**src/logic/scrub_pkg.sv**
```systemverilog
package scrub_pkg;

   // Shell facing words
   typedef logic [31:0] ctl_word_t;
   typedef logic [31:0] stat_word_t;

   // Scrubber byte address
   typedef logic [63:0] scrb_addr_t;

   // Debug memory select, 0 A, 1 B, 2 D, 3 C, others fall back to A
   typedef logic [2:0] mem_sel_t;

   typedef enum logic [1:0]
   {
      SCRB_IDLE = 2'd0,
      SCRB_RUN  = 2'd1,
      SCRB_DONE = 2'd2
   } scrb_state_t;

   localparam int NUM_MEM = 4;

   // Control word fields
   localparam int CTL_DBG_EN_BIT  = 31;
   localparam int CTL_MEM_SEL_LSB = 28;

   // Simulation scrub range, 8 KiB walked in bursts of 16 x 64 bytes
   localparam scrb_addr_t SCRB_STEP      = scrb_addr_t'(16 * 64);
   localparam scrb_addr_t SCRB_MAX_ADDR  = 64'h1FFF;
   localparam scrb_addr_t SCRB_LAST_ADDR = SCRB_MAX_ADDR + 64'd1 - SCRB_STEP;

   // Card identification words
   localparam stat_word_t CL_ID0 = 32'hF000_1D0F;
   localparam stat_word_t CL_ID1 = 32'h1D51_FEDC;

endpackage
```
**src/logic/cl_scrub_top.sv**
```systemverilog
`timescale 1ns/1ps

module cl_scrub_top
(
   input  logic                   clk,
   input  logic                   sync_rst_n,

   input  scrub_pkg::ctl_word_t   sh_cl_ctl0,
   input  logic                   sh_cl_flr_assert,

   output logic                   cl_sh_flr_done,
   output scrub_pkg::stat_word_t  cl_sh_id0,
   output scrub_pkg::stat_word_t  cl_sh_id1,
   output scrub_pkg::stat_word_t  cl_sh_status0
);

   logic                   scrb_en_a;
   logic                   scrb_en_b;
   logic                   scrb_en_c;
   logic                   scrb_en_d;
   logic                   dbg_en;
   scrub_pkg::mem_sel_t    dbg_mem_sel;

   scrub_pkg::scrb_addr_t  addr_a;
   scrub_pkg::scrb_addr_t  addr_b;
   scrub_pkg::scrb_addr_t  addr_c;
   scrub_pkg::scrb_addr_t  addr_d;
   logic                   done_a;
   logic                   done_b;
   logic                   done_c;
   logic                   done_d;

   // ----------------------------------------
   // Control decode and FLR
   // ----------------------------------------
   shell_ctl_decode SHELL_CTL_DECODE
   (
      .clk              (clk),
      .sync_rst_n       (sync_rst_n),
      .sh_cl_ctl0       (sh_cl_ctl0),
      .sh_cl_flr_assert (sh_cl_flr_assert),
      .scrb_en_a        (scrb_en_a),
      .scrb_en_b        (scrb_en_b),
      .scrb_en_c        (scrb_en_c),
      .scrb_en_d        (scrb_en_d),
      .dbg_en           (dbg_en),
      .dbg_mem_sel      (dbg_mem_sel),
      .cl_sh_flr_done   (cl_sh_flr_done)
   );

   // ----------------------------------------
   // One scrubber per memory
   // ----------------------------------------
   mem_scrubber SCRB_A
   (
      .clk        (clk),
      .sync_rst_n (sync_rst_n),
      .scrb_en    (scrb_en_a),
      .scrb_addr  (addr_a),
      .scrb_done  (done_a)
   );

   mem_scrubber SCRB_B
   (
      .clk        (clk),
      .sync_rst_n (sync_rst_n),
      .scrb_en    (scrb_en_b),
      .scrb_addr  (addr_b),
      .scrb_done  (done_b)
   );

   mem_scrubber SCRB_C
   (
      .clk        (clk),
      .sync_rst_n (sync_rst_n),
      .scrb_en    (scrb_en_c),
      .scrb_addr  (addr_c),
      .scrb_done  (done_c)
   );

   mem_scrubber SCRB_D
   (
      .clk        (clk),
      .sync_rst_n (sync_rst_n),
      .scrb_en    (scrb_en_d),
      .scrb_addr  (addr_d),
      .scrb_done  (done_d)
   );

   // ----------------------------------------
   // ID and status readout
   // ----------------------------------------
   scrub_status_readout SCRUB_STATUS_READOUT
   (
      .clk           (clk),
      .sync_rst_n    (sync_rst_n),
      .dbg_en        (dbg_en),
      .dbg_mem_sel   (dbg_mem_sel),
      .addr_a        (addr_a),
      .addr_b        (addr_b),
      .addr_c        (addr_c),
      .addr_d        (addr_d),
      .done_a        (done_a),
      .done_b        (done_b),
      .done_c        (done_c),
      .done_d        (done_d),
      .cl_sh_id0     (cl_sh_id0),
      .cl_sh_id1     (cl_sh_id1),
      .cl_sh_status0 (cl_sh_status0)
   );

endmodule

```
**src/logic/scrub_status_readout.sv**
```systemverilog
`timescale 1ns/1ps

module scrub_status_readout
(
   input  logic                   clk,
   input  logic                   sync_rst_n,

   input  logic                   dbg_en,
   input  scrub_pkg::mem_sel_t    dbg_mem_sel,

   input  scrub_pkg::scrb_addr_t  addr_a,
   input  scrub_pkg::scrb_addr_t  addr_b,
   input  scrub_pkg::scrb_addr_t  addr_c,
   input  scrub_pkg::scrb_addr_t  addr_d,
   input  logic                   done_a,
   input  logic                   done_b,
   input  logic                   done_c,
   input  logic                   done_d,

   output scrub_pkg::stat_word_t  cl_sh_id0,
   output scrub_pkg::stat_word_t  cl_sh_id1,
   output scrub_pkg::stat_word_t  cl_sh_status0
);

   scrub_pkg::scrb_addr_t          sel_addr;
   scrub_pkg::stat_word_t          id0_nxt;
   scrub_pkg::stat_word_t          id1_nxt;
   scrub_pkg::stat_word_t          status_nxt;
   logic [scrub_pkg::NUM_MEM-1:0]  done_vec;

   // ----------------------------------------
   // Debug address select
   // ----------------------------------------
   always_comb
   begin
      case (dbg_mem_sel)
         3'd1:    sel_addr = addr_b;
         3'd2:    sel_addr = addr_d;
         3'd3:    sel_addr = addr_c;
         default: sel_addr = addr_a;
      endcase
   end

   // Fixed card IDs unless debug view is on
   assign id0_nxt = dbg_en ? sel_addr[31:0]  : scrub_pkg::CL_ID0;
   assign id1_nxt = dbg_en ? sel_addr[63:32] : scrub_pkg::CL_ID1;

   // Done flags, C in bit 3 down to A in bit 0
   assign done_vec = {done_c, done_d, done_b, done_a};

   always_comb
   begin
      status_nxt = '0;
      status_nxt[scrub_pkg::NUM_MEM-1:0] = done_vec;
   end

   // ----------------------------------------
   // Output registers
   // ----------------------------------------
   always_ff @(posedge clk or negedge sync_rst_n)
   begin
      if (!sync_rst_n)
      begin
         cl_sh_id0     <= scrub_pkg::CL_ID0;
         cl_sh_id1     <= scrub_pkg::CL_ID1;
         cl_sh_status0 <= '0;
      end
      else
      begin
         cl_sh_id0     <= id0_nxt;
         cl_sh_id1     <= id1_nxt;
         cl_sh_status0 <= status_nxt;
      end
   end

endmodule

```
**src/logic/mem_scrubber.sv**
```systemverilog
`timescale 1ns/1ps

module mem_scrubber
(
   input  logic                   clk,
   input  logic                   sync_rst_n,

   input  logic                   scrb_en,

   output scrub_pkg::scrb_addr_t  scrb_addr,
   output logic                   scrb_done
);

   scrub_pkg::scrb_state_t state;
   scrub_pkg::scrb_state_t state_nxt;
   scrub_pkg::scrb_addr_t  addr_nxt;

   // ----------------------------------------
   // Next state and address
   // ----------------------------------------
   always_comb
   begin
      state_nxt = state;
      addr_nxt  = scrb_addr;

      if (!scrb_en)
      begin
         // Dropping the enable restarts the walk from zero
         state_nxt = scrub_pkg::SCRB_IDLE;
         addr_nxt  = '0;
      end
      else
      begin
         case (state)
            scrub_pkg::SCRB_IDLE:
               state_nxt = scrub_pkg::SCRB_RUN;
            scrub_pkg::SCRB_RUN:
               if (scrb_addr == scrub_pkg::SCRB_LAST_ADDR)
                  state_nxt = scrub_pkg::SCRB_DONE;
               else
                  addr_nxt = scrb_addr + scrub_pkg::SCRB_STEP;
            scrub_pkg::SCRB_DONE:
               // Hold last burst address until disabled
               state_nxt = scrub_pkg::SCRB_DONE;
            default:
               state_nxt = scrub_pkg::SCRB_IDLE;
         endcase
      end
   end

   always_ff @(posedge clk or negedge sync_rst_n)
   begin
      if (!sync_rst_n)
      begin
         state     <= scrub_pkg::SCRB_IDLE;
         scrb_addr <= '0;
      end
      else
      begin
         state     <= state_nxt;
         scrb_addr <= addr_nxt;
      end
   end

   assign scrb_done = (state == scrub_pkg::SCRB_DONE);

endmodule

```
**src/logic/shell_ctl_decode.sv**
```systemverilog
`timescale 1ns/1ps

module shell_ctl_decode
(
   input  logic                  clk,
   input  logic                  sync_rst_n,

   input  scrub_pkg::ctl_word_t  sh_cl_ctl0,
   input  logic                  sh_cl_flr_assert,

   output logic                  scrb_en_a,
   output logic                  scrb_en_b,
   output logic                  scrb_en_c,
   output logic                  scrb_en_d,
   output logic                  dbg_en,
   output scrub_pkg::mem_sel_t   dbg_mem_sel,
   output logic                  cl_sh_flr_done
);

   scrub_pkg::ctl_word_t ctl_q;
   logic                 flr_assert_q;

   // ----------------------------------------
   // Control word register
   // ----------------------------------------
   always_ff @(posedge clk or negedge sync_rst_n)
   begin
      if (!sync_rst_n)
         ctl_q <= '0;
      else
         ctl_q <= sh_cl_ctl0;
   end

   // Low nibble enables memories A, B, D, C from bit 0 up
   assign scrb_en_a = ctl_q[0];
   assign scrb_en_b = ctl_q[1];
   assign scrb_en_d = ctl_q[2];
   assign scrb_en_c = ctl_q[3];

   // Debug view of one scrubber address on the ID outputs
   assign dbg_en      = ctl_q[scrub_pkg::CTL_DBG_EN_BIT];
   assign dbg_mem_sel = ctl_q[scrub_pkg::CTL_MEM_SEL_LSB +: $bits(scrub_pkg::mem_sel_t)];

   // ----------------------------------------
   // FLR acknowledge
   // ----------------------------------------
   // Done pulses one cycle and then drops, so a held assert toggles it
   always_ff @(posedge clk or negedge sync_rst_n)
   begin
      if (!sync_rst_n)
      begin
         flr_assert_q   <= 1'b0;
         cl_sh_flr_done <= 1'b0;
      end
      else
      begin
         flr_assert_q   <= sh_cl_flr_assert;
         cl_sh_flr_done <= flr_assert_q && !cl_sh_flr_done;
      end
   end

endmodule

```
**config.mk**
```make
export PLATFORM = sky130hd
export DESIGN_NAME = cl_scrub_top
export DESIGN_NICKNAME = d
export VERILOG_FILES = /design/src/logic/scrub_pkg.sv /design/src/logic/cl_scrub_top.sv /design/src/logic/scrub_status_readout.sv /design/src/logic/mem_scrubber.sv /design/src/logic/shell_ctl_decode.sv
export SDC_FILE = /design/constraint.sdc
export NUM_CORES = 1
export LEC_CHECK = 0
export ABC_AREA = 0
export BUFFER_PORTS_ARGS = -buffer_cell sky130_fd_sc_hd__buf_2
export CAP_MARGIN = 20
export CORE_AREA = 2 2 195 197
export DETAILED_ROUTE_END_ITERATION = 8
export DIE_AREA = 0 0 197 199
export GPL_ROUTABILITY_DRIVEN = 0
export MAX_ROUTING_LAYER = met4
export PLACE_DENSITY = 0.63
export SETUP_SLACK_MARGIN = 0.2
export SLEW_MARGIN = 15
export SYNTH_ARGS = -nofsm -noshare
export SYNTH_HDL_FRONTEND = slang
export SYNTH_SLANG_ARGS = --single-unit
```
**constraint.sdc**
```tcl
create_clock -name clk -period 2.78 [get_ports clk]
set_clock_uncertainty 0.15 [all_clocks]
set_input_delay 0.139 -clock clk [delete_from_list [all_inputs] [get_ports clk]]
set_output_delay 0.139 -clock clk [all_outputs]
set_load 0.05 [all_outputs]
```
* Word level (Yosys, flattened, before mapping)
Cells that the tools add are included.
** Storage, ports and cells
- Register bits after elaboration :: 366
- Bits of input ports :: 35
- Output and inout bits :: 97
- Logic and storage cells :: 82
** Operators by class
- Add/subtract/negate cells :: 4
- Eq/ne operators :: 27
- Muxes and demuxes :: 27
- Reduce and logical (&&, ||, !) cells :: 10
** Operator list (count)
- $mux 64 :: 12
- $add 64x11->64 const B :: 4
- $eq 64x13->1 const B :: 4
- $pmux 64 s3 :: 1
- $mux 32 :: 2
- $pmux 2 s3 :: 4
- $mux 2 :: 8
- $ne 3x2->1 const B :: 4
- $eq 2x1->1 const B :: 4
- $eq 2x2->1 const B :: 4
- $logic_not 2->1 :: 4
- $ne 2x1->1 const B :: 4
- $ne 2x2->1 const B :: 4
- $reduce_and 2->1 :: 4
- $eq 3x2->1 const B :: 2
- $eq 3x1->1 const B :: 1
- $logic_and 1x1->1 :: 1
- $logic_not 1->1 :: 1

* Logic depth before layout (Yosys ltp)
- Depth in word-level cells :: 4
- Mapped depth :: 9
- Gate-level depth less buffers :: 7

* By module
From an unflattened synthesis, not the netlist that was laid out.
** Unflattened totals
- Cells, all modules :: 1984
- Area, all modules :: 18332.6 µm²
** By module, submodules not included
- mem_scrubber :: instances 4, cells an instance 392, area each 3467.1 µm², sequential area each 1401.3 µm²
- scrub_status_readout :: instances 1, cells an instance 405, area each 4200.3 µm², sequential area each 1740.4 µm²
- shell_ctl_decode :: instances 1, cells an instance 11, area each 264.0 µm², sequential area each 250.2 µm²

* Worst setup path before layout
Ideal clock, no wire load.
- Path kind :: register to register
- From :: register SCRB_C.state[1]
- To :: register SCRB_C.scrb_addr[49]
- Library setup time :: 0.078 ns
- Arrival :: 2.146 ns
- Data required time :: 2.552 ns
- Path slack :: 0.406 ns
- Stages on the path, launching flop included :: 9
- Buffers on the path :: 1
- Period minus slack after synthesis :: 2.374 ns
- Cells stage by stage :: dfrtp_1 > inv_1 > ha_1 > clkbuf_1 > nand4_1 > nor4_2 > nand4_1 > or3_1 > a21oi_1
** On the way
- Cells in the longest elaborated chain, start to end :: 3
** RTL lines
- start, declared :: line mem_scrubber.sv:14 : scrub_pkg::scrb_state_t state;
- start signal, assigned :: line mem_scrubber.sv:55 : state <= scrub_pkg::SCRB_IDLE;
- start signal, assigned :: line mem_scrubber.sv:60 : state <= state_nxt;
- $eq 2x1->1 :: line mem_scrubber.sv:34 : case (state)
- $ne 2x1->1 (no source line)
- $reduce_and 2->1 (no source line)
- end signal, assigned :: line mem_scrubber.sv:61 : scrb_addr <= addr_nxt;
- end, declared :: line mem_scrubber.sv:10 : output scrub_pkg::scrb_addr_t scrb_addr,
No other way between the ends.
A chain may end at the register's enable or synchronous reset.

* Worst setup path in the final report
- From :: register SHELL_CTL_DECODE.ctl_q[28]
- To :: register SCRUB_STATUS_READOUT.cl_sh_id0[23]
** On the way
- Cells in the longest elaborated chain, start to end :: 3
- Elaborated cells on any way between the ends :: 5
- Those cells by class :: 3 x eq/ne; 2 x mux
** RTL lines
- start, declared :: line shell_ctl_decode.sv:20 : scrub_pkg::ctl_word_t ctl_q;
- start signal, assigned :: line shell_ctl_decode.sv:31 : ctl_q <= sh_cl_ctl0;
- $eq 3x2->1 or $eq 3x1->1 (tied branches) :: line scrub_status_readout.sv:36 : case (dbg_mem_sel)
- $pmux 64 s3 (*) :: line scrub_status_readout.sv:36
- $mux 32 (*) :: line scrub_status_readout.sv:45 : assign id0_nxt = dbg_en ? sel_addr[31:0] : scrub_pkg::CL_ID0;
- via SCRUB_STATUS_READOUT.id0_nxt[23] :: line scrub_status_readout.sv:26 : scrub_pkg::stat_word_t id0_nxt;
- end signal, assigned :: line scrub_status_readout.sv:64 : cl_sh_id0 <= scrub_pkg::CL_ID0;
- end signal, assigned :: line scrub_status_readout.sv:70 : cl_sh_id0 <= id0_nxt;
- end, declared :: line scrub_status_readout.sv:20 : output scrub_pkg::stat_word_t cl_sh_id0,
Mark *: on every way through the listed nets, which the timed path passes. The rest lies on a longest branch.

==> metrics.txt <==
status finished, final reports clean; area grow syn2layout 15.43%; CP Data Arrival Time around 2700 ps; first-pass GRT wire length approximately 82 mm; Worst Slack Setup Final ~340 ps; Overall Power around 0.011 W; post-layout minimum cycle time 2438 ps; vias in the first global route between 10,000 and 15,000; Post-synth top flop dfrtp_1; Fmax achieved between 0.4 and 0.5 GHz; Worst setup SP type flip-flop; DRT iter0 DRCs ~1,600; Slowest-stage cell, CP dfrtp_2; WL final approximately 53 mm; clk buf depth 3; register area between 7000 and 8000 µm²; H-Tree Depth 2; ranking of synthesized cells by area dfrtp_1 41%, a21oi_1 5.3%, dfstp_2 4.3%; CTS tree done; initial core utilization around 44%; PwrDens 581.0 nW/µm²; Worst-Skew Late Latency 530 ps; post-synth design cell area about 16,000 µm²; # DRC 0; initial antenna violation count 1; Leak 7.648 nW; Top Ports ~130; crit-path max cell delay around 730 ps; die area a little under 40,000 µm²; share of layout cells above drive strength 1 roughly 18%; row cnt 71; crit path cell chain buf_12 > mux2i_1 > a21oi_1 > o221a_2; Post-DP Area 17,630 µm²; post-CTS setup buffers 0; Synth Register Bits between 200 and 300; ys async rst share 100.0%; HP Class input pin to async pin; CTS Buf Count 35; WS Path Type flip-flop to flip-flop; 1st-pass router iterations 5; grt total ovfl 0; I/O Buffers 79; commonest non-fill, non-tap cell in the layout dfrtp_1; setup tns final 0 ps; via count 15,250; Setup WS pre-CTS between 200 and 250 ps; Max Cap Viol 0; Worst-Margin Slew 715.9 ps; CP delay by family, top flip-flops; die width ~200 µm; routed vias/inst 6.372; CP Capture Type flip-flop; final net count 1,945; die height between 150 and 200 µm; fin. max-slew vios 0; largest net degree at the start of global routing 76; Crit path required time about 3000 ps; fillers 3,409; critical path buffer and inverter count 1; Syn. warnings 0; synth unique cells 56; Max VDD drop about 0.34 mV; Syn Inst Count 1,801; largest area contributor in the netlist dfrtp_1; clock slew at reported path FFs 60 ps; HPWL Detailed approximately 37 mm; Final Hold Fails 0; GRT Overall Usage between 20% and 30%; Mean Syn Cell Area ~9 µm²; period utilization approximately 88%; worst hold slack roughly 46 ps; crit-path max FO 38; sequential cell area fraction in the yosys report 44.92%; final setup fails 0; RSZ-0062 raised after global routing no; most frequent cells in the layout 266 x dfrtp_1, 174 x a21oi_1, 113 x o21ai_0, 111 x nand2_1, 105 x nor2_1; Slew headroom just over 50%; EDFF count, synth 0; multi-input logic area 8391 µm²; Core Region 37,130 µm²; WL/cell 22.00 µm; Sinks on Clock Net about 290; fin area between 15,000 and 20,000 µm²; Root Buffer clkbuf_16; Post-DRT Antenna Nets 0; top cell type's share of synthesized area 40.61%
-- layer usage --
layer,vias up,global-route usage [%],wire length (µm)
met5,-,-,0
met4,0,15.93,3411
met3,150,4.256,4384
met2,718,39.41,22460
met1,7485,37.75,22410
li1,6901,-,-
-- registers in the layout (all words and copies together), names as in the netlist --
register / count
SCRB_A.scrb_addr: 54
SCRUB_STATUS_READOUT.cl_sh_id0: 24
SCRB_D.state: 2
SCRUB_STATUS_READOUT.cl_sh_status0: 4
SHELL_CTL_DECODE.ctl_q: 8
SCRB_A.state: 2
SCRB_C.scrb_addr: 54
SHELL_CTL_DECODE.flr_assert_q: 1
SHELL_CTL_DECODE.cl_sh_flr_done: 1
SCRB_C.state: 2
SCRB_B.scrb_addr: 54
SCRB_D.scrb_addr: 54
SCRB_B.state: 2
SCRUB_STATUS_READOUT.cl_sh_id1: 32
-- synth_stat cells, drive strengths merged, types with 28 or more instances --
cell    instances
a21oi         174
inv            42
clkbuf         93
nand2         113
nand4         105
nand3         102
dfrtp         267
o21ai         113
or3            85
nor3           33
o31ai          55
o221a          28
mux2i          48
buf            58
xor2           43
nor2          107
a22oi          30
or4            50
nor4           79
-- cell type report --
type                            instances  area share [%]
Tap cell                              474           3.123
Timing Repair Buffer                  179           6.614
Inverter                               43          0.8498
Antenna cell                            1         0.01318
Clock buffer                           52           5.487
Clock inverter                         10          0.8169
Multi-Input combinational cell       1341           44.18
Sequential cell                       294           38.92
-- worst register-to-register path, delay by kind of cell (launching register included) --
kind                   cells  cell delay (ps)
DFF                        1              730
AOI/OAI and AO/OA          2              530
muxes                      1              580
buffers and inverters      1              330
-- per-stage QoR --
stage / utilization, % / instances
final: 51.15 / 2394
after global routing: 51.15 / 2394
after CTS: 50.97 / 2393
after detailed placement: 47.48 / 2321
after global placement: 47.48 / 2321
after floorplan: - / 1829
-- report_power, final --
group	internal (W)	switching (W)	total (W)	leakage (nW)
logic	0.000428	0.00123	0.00166	3.10
registers	0.00445	0.000117	0.00457	3.96
clock network	0.00296	0.00184	0.00481	0.582
-- logic make-up after synthesis --
family	synth area share (%)
other	0.02279
buffers and inverters	5.376
adders and majority gates	1.217
DFF	44.92
and+or+nand+nor	25.41
AOI/OAI and AO/OA	15.58
muxes	4.494
xor gates and xnor gates	2.981
-- final timing paths --
check,slack (ps),depth (start not counted),to,start
max in group asynchronous,1530,3,SCRB_D.scrb_addr[53],sync_rst_n
worst min-delay path,50,2,SCRB_C.scrb_addr[10],sync_rst_n
worst max-delay path,340,4,SCRUB_STATUS_READOUT.cl_sh_id0[23],SHELL_CTL_DECODE.ctl_q[28]
worst max register to register,340,4,SCRUB_STATUS_READOUT.cl_sh_id0[23],SHELL_CTL_DECODE.ctl_q[28]
worst min register to register,270,1,SHELL_CTL_DECODE.cl_sh_flr_done,SHELL_CTL_DECODE.cl_sh_flr_done
min in group clk,110,2,SHELL_CTL_DECODE.ctl_q[30],sh_cl_ctl0[30]
-- repair_timing --
action | CTS | global route
hold endpoints to repair | 197 | 0
hold buffers | 10 | 0
setup endpoints to repair | 0 | 44
gates resized for setup | 0 | 11
Note: power is estimated with default switching activity, not from simulation.
